<file path="src/source/core_defines.svh">
// Sizing macros for the core, included by every RTL file that needs a width or depth
`ifndef CORE_DEFINES_SVH
`define CORE_DEFINES_SVH

// Register and datapath width
`define DATA_WIDTH 32

// Register file, r0 always reads zero
`define REG_COUNT 16
`define REG_BITS 4

// Program memory words and address width
`define IMEM_DEPTH 64
`define PC_BITS 6

// Entries per receive buffer, also the credit count after reset
`define BUFFER_DEPTH 2

`endif
</file>
<file path="src/source/isaPkg.sv">
// Instruction set description: opcodes, instruction layout and field helpers
`include "core_defines.svh"

package isaPkg;

   typedef enum logic [4:0] {
      ADD  = 5'd0,
      SUB  = 5'd1,
      AND  = 5'd2,
      OR   = 5'd3,
      ADDI = 5'd4,
      ANDI = 5'd5,
      ORI  = 5'd6,
      MUL  = 5'd7,
      NOP  = 5'd30,
      HALT = 5'd31
   } opcodeT;

   // Immediate overlays rc, which sits in the top four bits of imm
   typedef struct packed {
      opcodeT               opcode;
      logic [`REG_BITS-1:0] ra;
      logic [`REG_BITS-1:0] rb;
      logic [18:0]          imm;
   } instrT;

   function automatic logic [`REG_BITS-1:0] rcOf(instrT instr);
      return instr.imm[18:15];
   endfunction

   function automatic logic [`DATA_WIDTH-1:0] immExt(instrT instr);
      return {{(`DATA_WIDTH - 19){instr.imm[18]}}, instr.imm};
   endfunction

   function automatic logic isImmediate(opcodeT op);
      return op inside {ADDI, ANDI, ORI};
   endfunction

   // Ops that read rb and write ra
   function automatic logic hasDest(opcodeT op);
      return op inside {ADD, SUB, AND, OR, ADDI, ANDI, ORI, MUL};
   endfunction

   function automatic logic usesRc(opcodeT op);
      return op inside {ADD, SUB, AND, OR, MUL};
   endfunction

endpackage

</file>
<file path="src/source/pipePkg.sv">
// Payload types carried on the fetch-to-decode and decode-to-execute links
`include "core_defines.svh"

package pipePkg;

   // Fetch to decode
   typedef struct packed {
      isaPkg::instrT        instr;
      logic [`PC_BITS-1:0]  pc;
   } fetchPacketT;

   // Decode to execute, operands already read and extended
   typedef struct packed {
      isaPkg::opcodeT          opcode;
      logic [`REG_BITS-1:0]    dest;
      logic                    writeEn;
      logic [`DATA_WIDTH-1:0]  operandA;
      logic [`DATA_WIDTH-1:0]  operandB;
   } issuePacketT;

endpackage

</file>
<file path="src/source/riscCore.sv">
// Top level of the core: fetch, decode and execute joined by credit links
`timescale 1ns/100ps
`include "core_defines.svh"

module riscCore (
   input  logic                    Clock,
   input  logic                    rstN,
   input  logic                    progWrite,
   input  logic [`PC_BITS-1:0]     progAddr,
   input  isaPkg::instrT           progData,
   input  logic                    run,
   output logic                    wbValid,
   output logic [`REG_BITS-1:0]    wbReg,
   output logic [`DATA_WIDTH-1:0]  wbData,
   output logic                    halted
);

   // Fetch to decode link
   logic                  fetchValid;
   pipePkg::fetchPacketT  fetchPacket;
   logic                  fetchCredit;

   // Decode to execute link
   logic                  issueValid;
   pipePkg::issuePacketT  issuePacket;
   logic                  issueCredit;

   fetchStage u_fetchStage (
      .Clock        (Clock),
      .rstN         (rstN),
      .progWrite    (progWrite),
      .progAddr     (progAddr),
      .progData     (progData),
      .run          (run),
      .outValid     (fetchValid),
      .outPacket    (fetchPacket),
      .creditReturn (fetchCredit)
   );

   // Write-back also feeds the register file and scoreboard
   decodeStage u_decodeStage (
      .Clock     (Clock),
      .rstN      (rstN),
      .inValid   (fetchValid),
      .inPacket  (fetchPacket),
      .inCredit  (fetchCredit),
      .outValid  (issueValid),
      .outPacket (issuePacket),
      .outCredit (issueCredit),
      .wbValid   (wbValid),
      .wbReg     (wbReg),
      .wbData    (wbData)
   );

   executeStage u_executeStage (
      .Clock    (Clock),
      .rstN     (rstN),
      .inValid  (issueValid),
      .inPacket (issuePacket),
      .inCredit (issueCredit),
      .wbValid  (wbValid),
      .wbReg    (wbReg),
      .wbData   (wbData),
      .halted   (halted)
   );

endmodule

</file>
<file path="src/source/executeStage.sv">
// Execute stage: single-cycle ALU, iterative multiplier and in-order write-back
`timescale 1ns/100ps
`include "core_defines.svh"

module executeStage (
   input  logic                    Clock,
   input  logic                    rstN,
   input  logic                    inValid,
   input  pipePkg::issuePacketT    inPacket,
   output logic                    inCredit,
   output logic                    wbValid,
   output logic [`REG_BITS-1:0]    wbReg,
   output logic [`DATA_WIDTH-1:0]  wbData,
   output logic                    halted
);

   localparam int STEP_BITS = $clog2(`DATA_WIDTH);

   logic                    headValid;
   pipePkg::issuePacketT    head;
   logic                    isMul;
   logic                    mulBusy;
   logic                    mulStart;
   logic                    mulFinish;
   logic [STEP_BITS-1:0]    mulStep;
   logic [`DATA_WIDTH-1:0]  mulCand;
   logic [`DATA_WIDTH-1:0]  mulPlier;
   logic [`DATA_WIDTH-1:0]  mulAcc;
   logic [`DATA_WIDTH-1:0]  mulNext;
   logic [`DATA_WIDTH-1:0]  aluResult;
   logic                    pop;

   creditFifo #(.payloadT(pipePkg::issuePacketT)) u_inBuffer (
      .Clock        (Clock),
      .rstN         (rstN),
      .pushValid    (inValid),
      .pushData     (inPacket),
      .pop          (pop),
      .headValid    (headValid),
      .headData     (head),
      .creditReturn (inCredit)
   );

   assign isMul     = (head.opcode == isaPkg::MUL);
   assign mulStart  = headValid && isMul && !mulBusy;
   assign mulFinish = mulBusy && (mulStep == STEP_BITS'(`DATA_WIDTH - 1));
   // MUL holds the head until its last bit, so later ops wait behind it
   assign pop       = (headValid && !isMul) || mulFinish;

   // Add the shifted multiplicand when the current multiplier bit is set
   assign mulNext = mulPlier[0] ? (mulAcc + mulCand) : mulAcc;

   always_comb begin
      case (head.opcode)
         isaPkg::ADD, isaPkg::ADDI: aluResult = head.operandA + head.operandB;
         isaPkg::SUB:               aluResult = head.operandA - head.operandB;
         isaPkg::AND, isaPkg::ANDI: aluResult = head.operandA & head.operandB;
         isaPkg::OR, isaPkg::ORI:   aluResult = head.operandA | head.operandB;
         default:                   aluResult = '0;
      endcase
   end

   always_ff @(posedge Clock) begin
      if (!rstN) begin
         mulBusy <= 1'b0;
         mulStep <= '0;
         wbValid <= 1'b0;
         halted  <= 1'b0;
      end else begin
         wbValid <= pop && head.writeEn;
         if (mulStart) begin
            mulBusy <= 1'b1;
            mulStep <= '0;
         end else if (mulFinish) begin
            mulBusy <= 1'b0;
         end else if (mulBusy) begin
            mulStep <= mulStep + 1'b1;
         end
         // Earlier ops have all left the buffer by now
         if (pop && (head.opcode == isaPkg::HALT)) begin
            halted <= 1'b1;
         end
      end
   end

   always_ff @(posedge Clock) begin
      if (mulStart) begin
         mulCand  <= head.operandA;
         mulPlier <= head.operandB;
         mulAcc   <= '0;
      end else if (mulBusy) begin
         mulCand  <= mulCand << 1;
         mulPlier <= mulPlier >> 1;
         mulAcc   <= mulNext;
      end
      if (pop) begin
         wbReg  <= head.dest;
         wbData <= isMul ? mulNext : aluResult;
      end
   end

endmodule

</file>
<file path="src/source/decodeStage.sv">
// Decode stage: register file, pending-write scoreboard, operand read and issue to execute
`timescale 1ns/100ps
`include "core_defines.svh"

module decodeStage (
   input  logic                    Clock,
   input  logic                    rstN,
   input  logic                    inValid,
   input  pipePkg::fetchPacketT    inPacket,
   output logic                    inCredit,
   output logic                    outValid,
   output pipePkg::issuePacketT    outPacket,
   input  logic                    outCredit,
   input  logic                    wbValid,
   input  logic [`REG_BITS-1:0]    wbReg,
   input  logic [`DATA_WIDTH-1:0]  wbData
);

   localparam int CREDIT_BITS = $clog2(`BUFFER_DEPTH + 1);

   logic [`DATA_WIDTH-1:0]  regFile [`REG_COUNT];
   logic [`REG_COUNT-1:0]   pending;
   logic [CREDIT_BITS-1:0]  credits;
   logic                    headValid;
   pipePkg::fetchPacketT    head;
   isaPkg::instrT           instr;
   logic [`REG_BITS-1:0]    rc;
   logic                    needRb;
   logic                    needRc;
   logic                    writeEn;
   logic                    hazard;
   logic                    issue;
   logic [`DATA_WIDTH-1:0]  srcA;
   logic [`DATA_WIDTH-1:0]  srcB;

   creditFifo #(.payloadT(pipePkg::fetchPacketT)) u_inBuffer (
      .Clock        (Clock),
      .rstN         (rstN),
      .pushValid    (inValid),
      .pushData     (inPacket),
      .pop          (issue),
      .headValid    (headValid),
      .headData     (head),
      .creditReturn (inCredit)
   );

   assign instr   = head.instr;
   assign rc      = isaPkg::rcOf(instr);
   assign needRb  = isaPkg::hasDest(instr.opcode);
   assign needRc  = isaPkg::usesRc(instr.opcode);
   // Results aimed at r0 are dropped
   assign writeEn = needRb && (instr.ra != '0);

   // A pending destination also stalls, so each write-back clears the bit of its own write
   assign hazard = (needRb && pending[instr.rb])
                 || (needRc && pending[rc])
                 || (writeEn && pending[instr.ra]);
   assign issue  = headValid && (credits != '0) && !hazard;

   // regFile[0] is never written and stays zero
   assign srcA = regFile[instr.rb];
   assign srcB = isaPkg::isImmediate(instr.opcode) ? isaPkg::immExt(instr) : regFile[rc];

   always_ff @(posedge Clock) begin
      if (!rstN) begin
         outValid <= 1'b0;
         credits  <= CREDIT_BITS'(`BUFFER_DEPTH);
         pending  <= '0;
         for (int i = 0; i < `REG_COUNT; i++) begin
            regFile[i] <= '0;
         end
      end else begin
         outValid <= issue;
         credits  <= credits - CREDIT_BITS'(issue) + CREDIT_BITS'(outCredit);
         if (wbValid && (wbReg != '0)) begin
            regFile[wbReg] <= wbData;
         end
         // Never the same register, the destination stall sees to that
         if (wbValid) begin
            pending[wbReg] <= 1'b0;
         end
         if (issue && writeEn) begin
            pending[instr.ra] <= 1'b1;
         end
      end
   end

   always_ff @(posedge Clock) begin
      if (issue) begin
         outPacket.opcode   <= instr.opcode;
         outPacket.dest     <= instr.ra;
         outPacket.writeEn  <= writeEn;
         outPacket.operandA <= srcA;
         outPacket.operandB <= srcB;
      end
   end

endmodule

</file>
<file path="src/source/fetchStage.sv">
// Fetch stage: program memory, PC and the credit counter toward decode
`timescale 1ns/100ps
`include "core_defines.svh"

module fetchStage (
   input  logic                  Clock,
   input  logic                  rstN,
   input  logic                  progWrite,
   input  logic [`PC_BITS-1:0]   progAddr,
   input  isaPkg::instrT         progData,
   input  logic                  run,
   output logic                  outValid,
   output pipePkg::fetchPacketT  outPacket,
   input  logic                  creditReturn
);

   localparam int CREDIT_BITS = $clog2(`BUFFER_DEPTH + 1);

   isaPkg::instrT           progMem [`IMEM_DEPTH];
   logic [`PC_BITS-1:0]     pc;
   logic                    running;
   logic [CREDIT_BITS-1:0]  credits;
   isaPkg::instrT           curInstr;
   logic                    send;

   assign curInstr = progMem[pc];
   // One word per cycle while decode has room
   assign send     = running && (credits != '0);

   // Loaded while the core is idle
   always_ff @(posedge Clock) begin
      if (progWrite) begin
         progMem[progAddr] <= progData;
      end
   end

   always_ff @(posedge Clock) begin
      if (!rstN) begin
         pc       <= '0;
         running  <= 1'b0;
         outValid <= 1'b0;
         credits  <= CREDIT_BITS'(`BUFFER_DEPTH);
      end else begin
         outValid <= send;
         credits  <= credits - CREDIT_BITS'(send) + CREDIT_BITS'(creditReturn);
         if (run && !running) begin
            pc      <= '0;
            running <= 1'b1;
         end else if (send) begin
            pc <= pc + 1'b1;
            // Nothing past HALT is fetched
            if (curInstr.opcode == isaPkg::HALT) begin
               running <= 1'b0;
            end
         end
      end
   end

   always_ff @(posedge Clock) begin
      if (send) begin
         outPacket.instr <= curInstr;
         outPacket.pc    <= pc;
      end
   end

endmodule

</file>
<file path="src/source/creditFifo.sv">
// Receive buffer at the end of a credit link; returns one credit for every entry it releases
`timescale 1ns/100ps
`include "core_defines.svh"

module creditFifo #(
   parameter type payloadT = logic [7:0]
) (
   input  logic    Clock,
   input  logic    rstN,
   input  logic    pushValid,
   input  payloadT pushData,
   input  logic    pop,
   output logic    headValid,
   output payloadT headData,
   output logic    creditReturn
);

   localparam int PTR_BITS = (`BUFFER_DEPTH > 1) ? $clog2(`BUFFER_DEPTH) : 1;
   localparam int CNT_BITS = $clog2(`BUFFER_DEPTH + 1);

   payloadT              entries [`BUFFER_DEPTH];
   logic [PTR_BITS-1:0]  wrPtr;
   logic [PTR_BITS-1:0]  rdPtr;
   logic [CNT_BITS-1:0]  count;
   logic                 doPop;

   // Wraps at any depth, not only powers of two
   function automatic logic [PTR_BITS-1:0] nextPtr(logic [PTR_BITS-1:0] ptr);
      if (ptr == PTR_BITS'(`BUFFER_DEPTH - 1)) begin
         return '0;
      end
      return ptr + 1'b1;
   endfunction

   assign headValid    = (count != '0);
   assign headData     = entries[rdPtr];
   // A pop on an empty buffer is ignored
   assign doPop        = pop && headValid;
   assign creditReturn = doPop;

   always_ff @(posedge Clock) begin
      if (pushValid) begin
         entries[wrPtr] <= pushData;
      end
   end

   always_ff @(posedge Clock) begin
      if (!rstN) begin
         wrPtr <= '0;
         rdPtr <= '0;
         count <= '0;
      end else begin
         if (pushValid) begin
            wrPtr <= nextPtr(wrPtr);
         end
         if (doPop) begin
            rdPtr <= nextPtr(rdPtr);
         end
         count <= count + CNT_BITS'(pushValid) - CNT_BITS'(doPop);
      end
   end

endmodule

</file>
<file path="config.mk">
export PLATFORM = sky130hd
export DESIGN_NAME = riscCore
export DESIGN_NICKNAME = d
export VERILOG_FILES = /design/src/source/isaPkg.sv /design/src/source/pipePkg.sv /design/src/source/riscCore.sv /design/src/source/executeStage.sv /design/src/source/decodeStage.sv /design/src/source/fetchStage.sv /design/src/source/creditFifo.sv
export VERILOG_INCLUDE_DIRS = /design/src /design/src/source
export SDC_FILE = /design/constraint.sdc
export NUM_CORES = 2
export LEC_CHECK = 0
export ABC_AREA = 1
export BUFFER_PORTS_ARGS = -buffer_cell sky130_fd_sc_hd__buf_2
export CORE_ASPECT_RATIO = 0.9
export CORE_MARGIN = 1
export CORE_UTILIZATION = 40
export CTS_BUF_LIST = sky130_fd_sc_hd__clkbuf_4 sky130_fd_sc_hd__clkbuf_8
export CTS_CLUSTER_DIAMETER = 100
export DETAILED_ROUTE_END_ITERATION = 8
export PLACE_DENSITY = 0.56
export SLEW_MARGIN = 25
export SYNTH_ARGS = -nofsm -noshare
export SYNTH_HDL_FRONTEND = slang
export SYNTH_SLANG_ARGS = --single-unit
</file>
<file path="constraint.sdc">
create_clock -name Clock -period 6.1 [get_ports Clock]
set_clock_uncertainty 0.1 [all_clocks]
set_input_delay 0.61 -clock Clock [delete_from_list [all_inputs] [get_ports Clock]]
set_output_delay 0.61 -clock Clock [all_outputs]
set_load 0.05 [all_outputs]
</file>
## After elaboration in Yosys (flattened, before gate mapping)

Memory sizes are Yosys's and may differ from the RTL's. A register that Yosys moved wholly into a read port is not among the register bits.
Cells that the tools add are included.

| storage, ports and cells | value |
|---|---|
| register bits | 257 |
| memory bits (writable) | 2,784 |
| bits of input ports | 42 |
| output and inout port bits | 38 |
| memories | 4 |

Memories:

| name | words | bits a word | rd ports | clocked after Yosys merged registers in | write ports | RTL line | text |
|---|---|---|---|---|---|---|---|
| u_fetchStage.progMem | 64 | 32 | 1 | 1 | 1 | fetchStage.sv:19 | `` isaPkg::instrT progMem [`IMEM_DEPTH]; `` |
| u_decodeStage.regFile | 16 | 32 | 2 | 1 | 16 | decodeStage.sv:21 | `` logic [`DATA_WIDTH-1:0] regFile [`REG_COUNT]; `` |
| u_executeStage.u_inBuffer.entries | 2 | 74 | 1 | 1 | 1 | creditFifo.sv:21 | `` payloadT entries [`BUFFER_DEPTH]; `` |
| u_decodeStage.u_inBuffer.entries | 2 | 38 | 1 | 1 | 1 | creditFifo.sv:21 |  |

| operators by class | value |
|---|---|
| add/subtract/negate cells | 17 |
| $lt $le $gt $ge | 6 |
| eq/ne operators | 17 |
| mux-type cells | 65 |
| bitwise gates (word level) | 7 |
| reductions and logical operators | 50 |

Operators by type and width:

| kind | count |
|---|---|
| two-way mux 32 bit | 8 |
| one-hot mux 32 bit (4 select lines) | 1 |
| adder 32 bit | 2 |
| two-way mux 16 bit | 3 |
| two-way mux 1 bit | 45 |
| equality test 5 x 3 -> 1 bit (second input constant) | 8 |
| bitwise AND 32 bit | 1 |
| bitwise OR 32 bit | 1 |
| OR reduction 32 bit | 1 |
| subtractor 32 bit | 1 |
| equality test 5 x 2 -> 1 bit (second input constant) | 4 |
| logical AND 1 bit | 20 |
| less-than comparator 4 x 5 -> 1 bit (second input constant) | 4 |
| bitwise AND 16 bit | 1 |
| NOT 16 bit | 1 |
| bitwise OR 16 bit | 1 |
| nonzero test 2 bit | 8 |
| equality test 5 bit (second input constant) | 3 |
| binary-select mux 1 bit (select 4 bit) | 3 |
| two-way mux 6 bit | 2 |
| equality test 5 x 1 -> 1 bit (second input constant) | 2 |
| zero test 5 bit | 2 |
| OR reduction 2 bit | 5 |
| adder 2 x 1 -> 2 bit | 4 |
| 15 further kinds | 31 |

## Logic depth before layout (Yosys ltp)

| logic depth | value |
|---|---|
| depth after elaboration | 13 |
| depth in mapped cells | 29 |
| mapped depth without buffers | 26 |

## Cells and area by module

From an unflattened synthesis, not the netlist that was laid out.

| second synthesis, totals | value |
|---|---|
| cells, all modules | 11,745 |
| area total of the unflattened synthesis | 133,524.3 um2 |

By module, submodules not included:

| module | instances | cells each | area each (um2) | sequential area each (um2) |
|---|---|---|---|---|
| fetchStage | 1 | 6,209 | 82,316.4 | 62,960.4 |
| decodeStage | 1 | 3,264 | 30,315.3 | 17,977.2 |
| executeStage | 1 | 1,852 | 12,006.5 | 3,803.6 |
| creditFifo at u_executeStage.u_inBuffer | 1 | 266 | 5,824.3 | 4,544.4 |
| creditFifo at u_decodeStage.u_inBuffer | 1 | 154 | 3,061.7 | 2,382.3 |

## Worst setup path after synthesis

OpenSTA, ideal clock, no wires.

| path | value |
|---|---|
| path kind | input port to flip-flop |
| start point | input progWrite |
| end point | memory u_fetchStage.progMem[32][0] in the netlist's numbering, enable pin |
| arrival | 4.238 ns |
| data required time | 5.498 ns |
| slack | 1.260 ns |
| cell stages on the path | 3 |
| path buffers | 1 |
| cell sequence | clkbuf_1 nand4_1 nor4_1 |

| between the ends | value |
|---|---|
| word-level cells in the longest chain between the ends | 2 |

RTL lines:

| item | RTL line | text |
|---|---|---|
| from (decl) | riscCore.sv:8 | `input logic progWrite,` |
| two-way mux 1 bit | fetchStage.sv:32 | `if (progWrite) begin` |
| two-way mux 1 bit (not written as such) | fetchStage.sv:33 | `progMem[progAddr] <= progData;` |
| to (decl) | fetchStage.sv:19 |  |

No other way between the ends.

==> impl_metrics.py <==
metrics = {
    "run_status": {
        "status": "complete, no violations",
    },
    "place": {
        "portBuffers": 79,
        "dp_hpwl_mm": 240,
        "gp_congestion": 0.888,
        "pre_cts_slack_ps": 1340,
    },
    "floorplan": {
        "dieArea_um2": 331000,
        "rows": 199,
        "core_um2": 327000,
        "dieHeight_um": 546,
        "initial_utilization": 0.402,
        "die_w_um": 606,
        "ios": 80,
    },
    "worst_setup_path": {
        "worstSetupPathType": "reg2reg",
        "cp_data_arrival_time_ps": 5630,
        "cp_num_buf_inv": 2,
        "start_kind": "flop",
        "crit_top_cell": "nand2_1",
        "cp_cell_sequence": "buf_4 > o21ai_1 > nor2_1 > nand2_1 > nor3_1 > nand4_1 > xor2_1 > nand2_1 > o21ai_0 > ha_1 > nand2_1 > o21ai_0 > nand2_1 > o311ai_0 > nor2_1 > nand2_1 > nand2_1 > nand3_1 > nand2_1 > inv_1 > nand2_1",
        "crit_slowest_cell": "dfxtp_4",
        "critPathMaxStageDelay_ps": 820,
        "required_ps": 6840,
        "path_delay_family": "simple AND/OR/NAND/NOR gates",
        "cp-end-kind": "flop",
        "cp_max_fo": 63,
    },
    "synth": {
        "synth_simple_gate_area_frac": 0.123,
        "yosys.area_share.xor_xnor": 0.00380,
        "synth_top_family_by_area": "compound AO/OA/AOI/OAI gates",
        "ys_ff_latch": 3063,
        "synthArstFlopShare": 0,
        "synthMuxAreaShare": 0.00204,
        "synth.largest_area_cell": "edfxtp_1",
        "synth_commonest_cells": "edfxtp_1, nor2_1, o21ai_0",
        "yosys.area_share.adder": 0.00754,
        "netlist_area_um2": 131000,
        "yosysWarningCount": 0,
        "synth_compound_area_frac": 0.132,
        "synth_area_per_cell_um2": 11.4,
        "syn_inst": 11540,
        "ys_types": 67,
        "synth_top_cells_by_area": "edfxtp_1, o21ai_0, nor2_1",
        "synth_seq_area_share": 0.694,
        "yosysMostFrequentCell": "edfxtp_1",
        "synth-main-ff-cell": "edfxtp_1",
        "synth_top_area_share": 0.681,
        "synth_edf_count": 2978,
    },
    "clock_tree": {
        "cts_htree_levels": 5,
        "clock-sinks": 3063,
        "cts_tree": "built",
        "post_cts_buffers": 0,
        "clock_latency_ps": 1160,
        "cts_buffers": 483,
        "cts_buffer_depth": 4,
        "path_clk_slew_ps": 60,
        "clockRootBuffer": "clkbuf_8",
        "ctsHoldBuffers": 19,
        "cts_resized": 0,
    },
    "routing": {
        "drt-pass1-iter-count": 6,
        "vias_per_cell": 5.86,
        "vias": 95691,
        "drtAntennaViolNets": 0,
        "routedWlPerCell_um": 26.5,
        "finalWirelength_mm": 433,
        "drt_iter0_markers": 11490,
        "route.detailed.drc": 0,
    },
    "timing": {
        "slew_headroom": 0.231,
        "period_needed_ps": 4900,
        "tns_ps": 0,
        "finalSetupViolations": 0,
        "max_freq_mhz": 204,
        "finalCritPeriodShare": 0.803,
        "hold_violations": 0,
        "rsz0062_at_grt": "no",
        "finalWorstSetupSlack_ps": 1200,
        "worstMarginPinSlew_ps": 1150,
        "drv_slew": 0,
    },
    "power": {
        "irDropWorstVdd_mv": 0.257,
        "power_density_nw_per_um2": 368,
        "p_leak_nw": 50.3,
    },
    "grt": {
        "grt_pass1_vias": 92497,
        "antenna_found_initial": 33,
        "grt_overflow": 0,
        "grt_start_max_net_pins": 173,
        "grt_pass1_wl_mm": 622,
        "grt_usage": 0.254,
    },
    "layout": {
        "drive_above_1_share": 0.109,
        "multi_input_area_um2": 36100,
        "fin_util": 0.448,
        "syn_to_final_growth_pct": 11.4,
        "fin_nets": 11721,
        "n_fill_cell": 29892,
        "seq_area_um2": 91200,
    },
    "min_path": {
        "hold_class": "in2reg",
    },
    "job": {
        "drv_cap": 0,
    },
}
==> flip-flops by register name (all words and copies together) (netlist names), 2 cells and up, named ones only <==
name / flops
u_executeStage.u_inBuffer.entries: 148
u_fetchStage.credits: 2
u_executeStage.u_inBuffer.count: 2
u_executeStage.mulStep: 5
u_executeStage.mulCand: 32
u_executeStage.wbReg: 4
u_executeStage.wbData: 32
u_executeStage.mulAcc: 32
u_fetchStage.progMem: 2048
u_decodeStage.regFile: 512
u_decodeStage.credits: 2
u_fetchStage.outPacket: 32
u_fetchStage.pc: 6
u_decodeStage.u_inBuffer.count: 2
u_executeStage.mulPlier: 32
u_decodeStage.pending: 16
u_decodeStage.outPacket: 74
u_decodeStage.u_inBuffer.entries: 64
==> power by group <==
group	internal [W]	leakage [nW]	total, W	switching, W
clock	0.00893	4.90	0.0172	0.00828
sequential	0.0244	28.2	0.0252	0.000838
combinational	0.00293	17.2	0.0114	0.00847
==> metal layers <==
metal,track usage,wire (um)
met1,0.334,171000
met2,0.409,201000
met3,0.0414,38900
met4,0.126,21600
met5,0,158
==> worst paths after layout <==
check / startpoint / to / slack [ps] / cells past startpoint
worst min-delay path: progData[2] / u_fetchStage.progMem[28][2] / 100 / 2
worst max register to register: flop / u_executeStage.wbData[30] / 1200 / 21
worst max-delay path: flop / u_executeStage.wbData[30] / 1200 / 21
worst min register to register: u_fetchStage.outPacket[14] / u_decodeStage.u_inBuffer.entries[1][14] / 300 / 0
==> layout make-up <==
type / count / area share
Sequential cell: 3063 / 0.623
Multi-Input combinational cell: 7301 / 0.247
Clock buffer: 635 / 0.0535
Tap cell: 4321 / 0.0369
Timing Repair Buffer: 350 / 0.0193
Inverter: 402 / 0.0106
Clock inverter: 231 / 0.00999
Antenna cell: 24 / 0.000410
==> cell usage in the layout, fill, tap and decap left out, drive strengths merged, types with 9 or more instances in the layout <==
cell / count
clkbuf: 635
edfxtp: 2978
nand2: 1141
bufinv: 14
o21bai: 9
nor2: 2232
nand4: 30
mux2: 20
o211ai: 94
buf: 331
o221ai: 131
or2: 27
nor3: 48
clkinvlp: 11
ha: 76
dlygate4sd3: 19
nor4: 11
a21o: 10
xnor2: 16
a31oi: 25
clkinv: 199
o21ai: 1878
dfxtp: 85
o31ai: 13
conb: 32
nand3: 526
inv: 409
o22ai: 632
a31o: 13
a21oi: 247
diode: 24
xor2: 41
==> cells by family after synthesis <==
| logic type | after synthesis |
|---|---|
| simple gates | 4030 |
| compound gates | 3081 |
| flops | 3063 |
| buf+inv | 1207 |
| fa+ha+maj | 78 |
| xor+xnor | 57 |
| mux | 23 |
| other cells | 1 |
==> through the flow <==
step	power, W	cell area, um2	instances	hold slack (ps)
floorplan	0.0326	131000	11571	321
global placement	0.0366	137000	15416	323
detailed placement	0.0368	137000	15418	330
CTS	0.0539	146000	16303	2.97
global route	0.0560	146000	16316	53.8
finish	0.0538	146000	16327	99.9
Power figures use the tool's default switching activity.
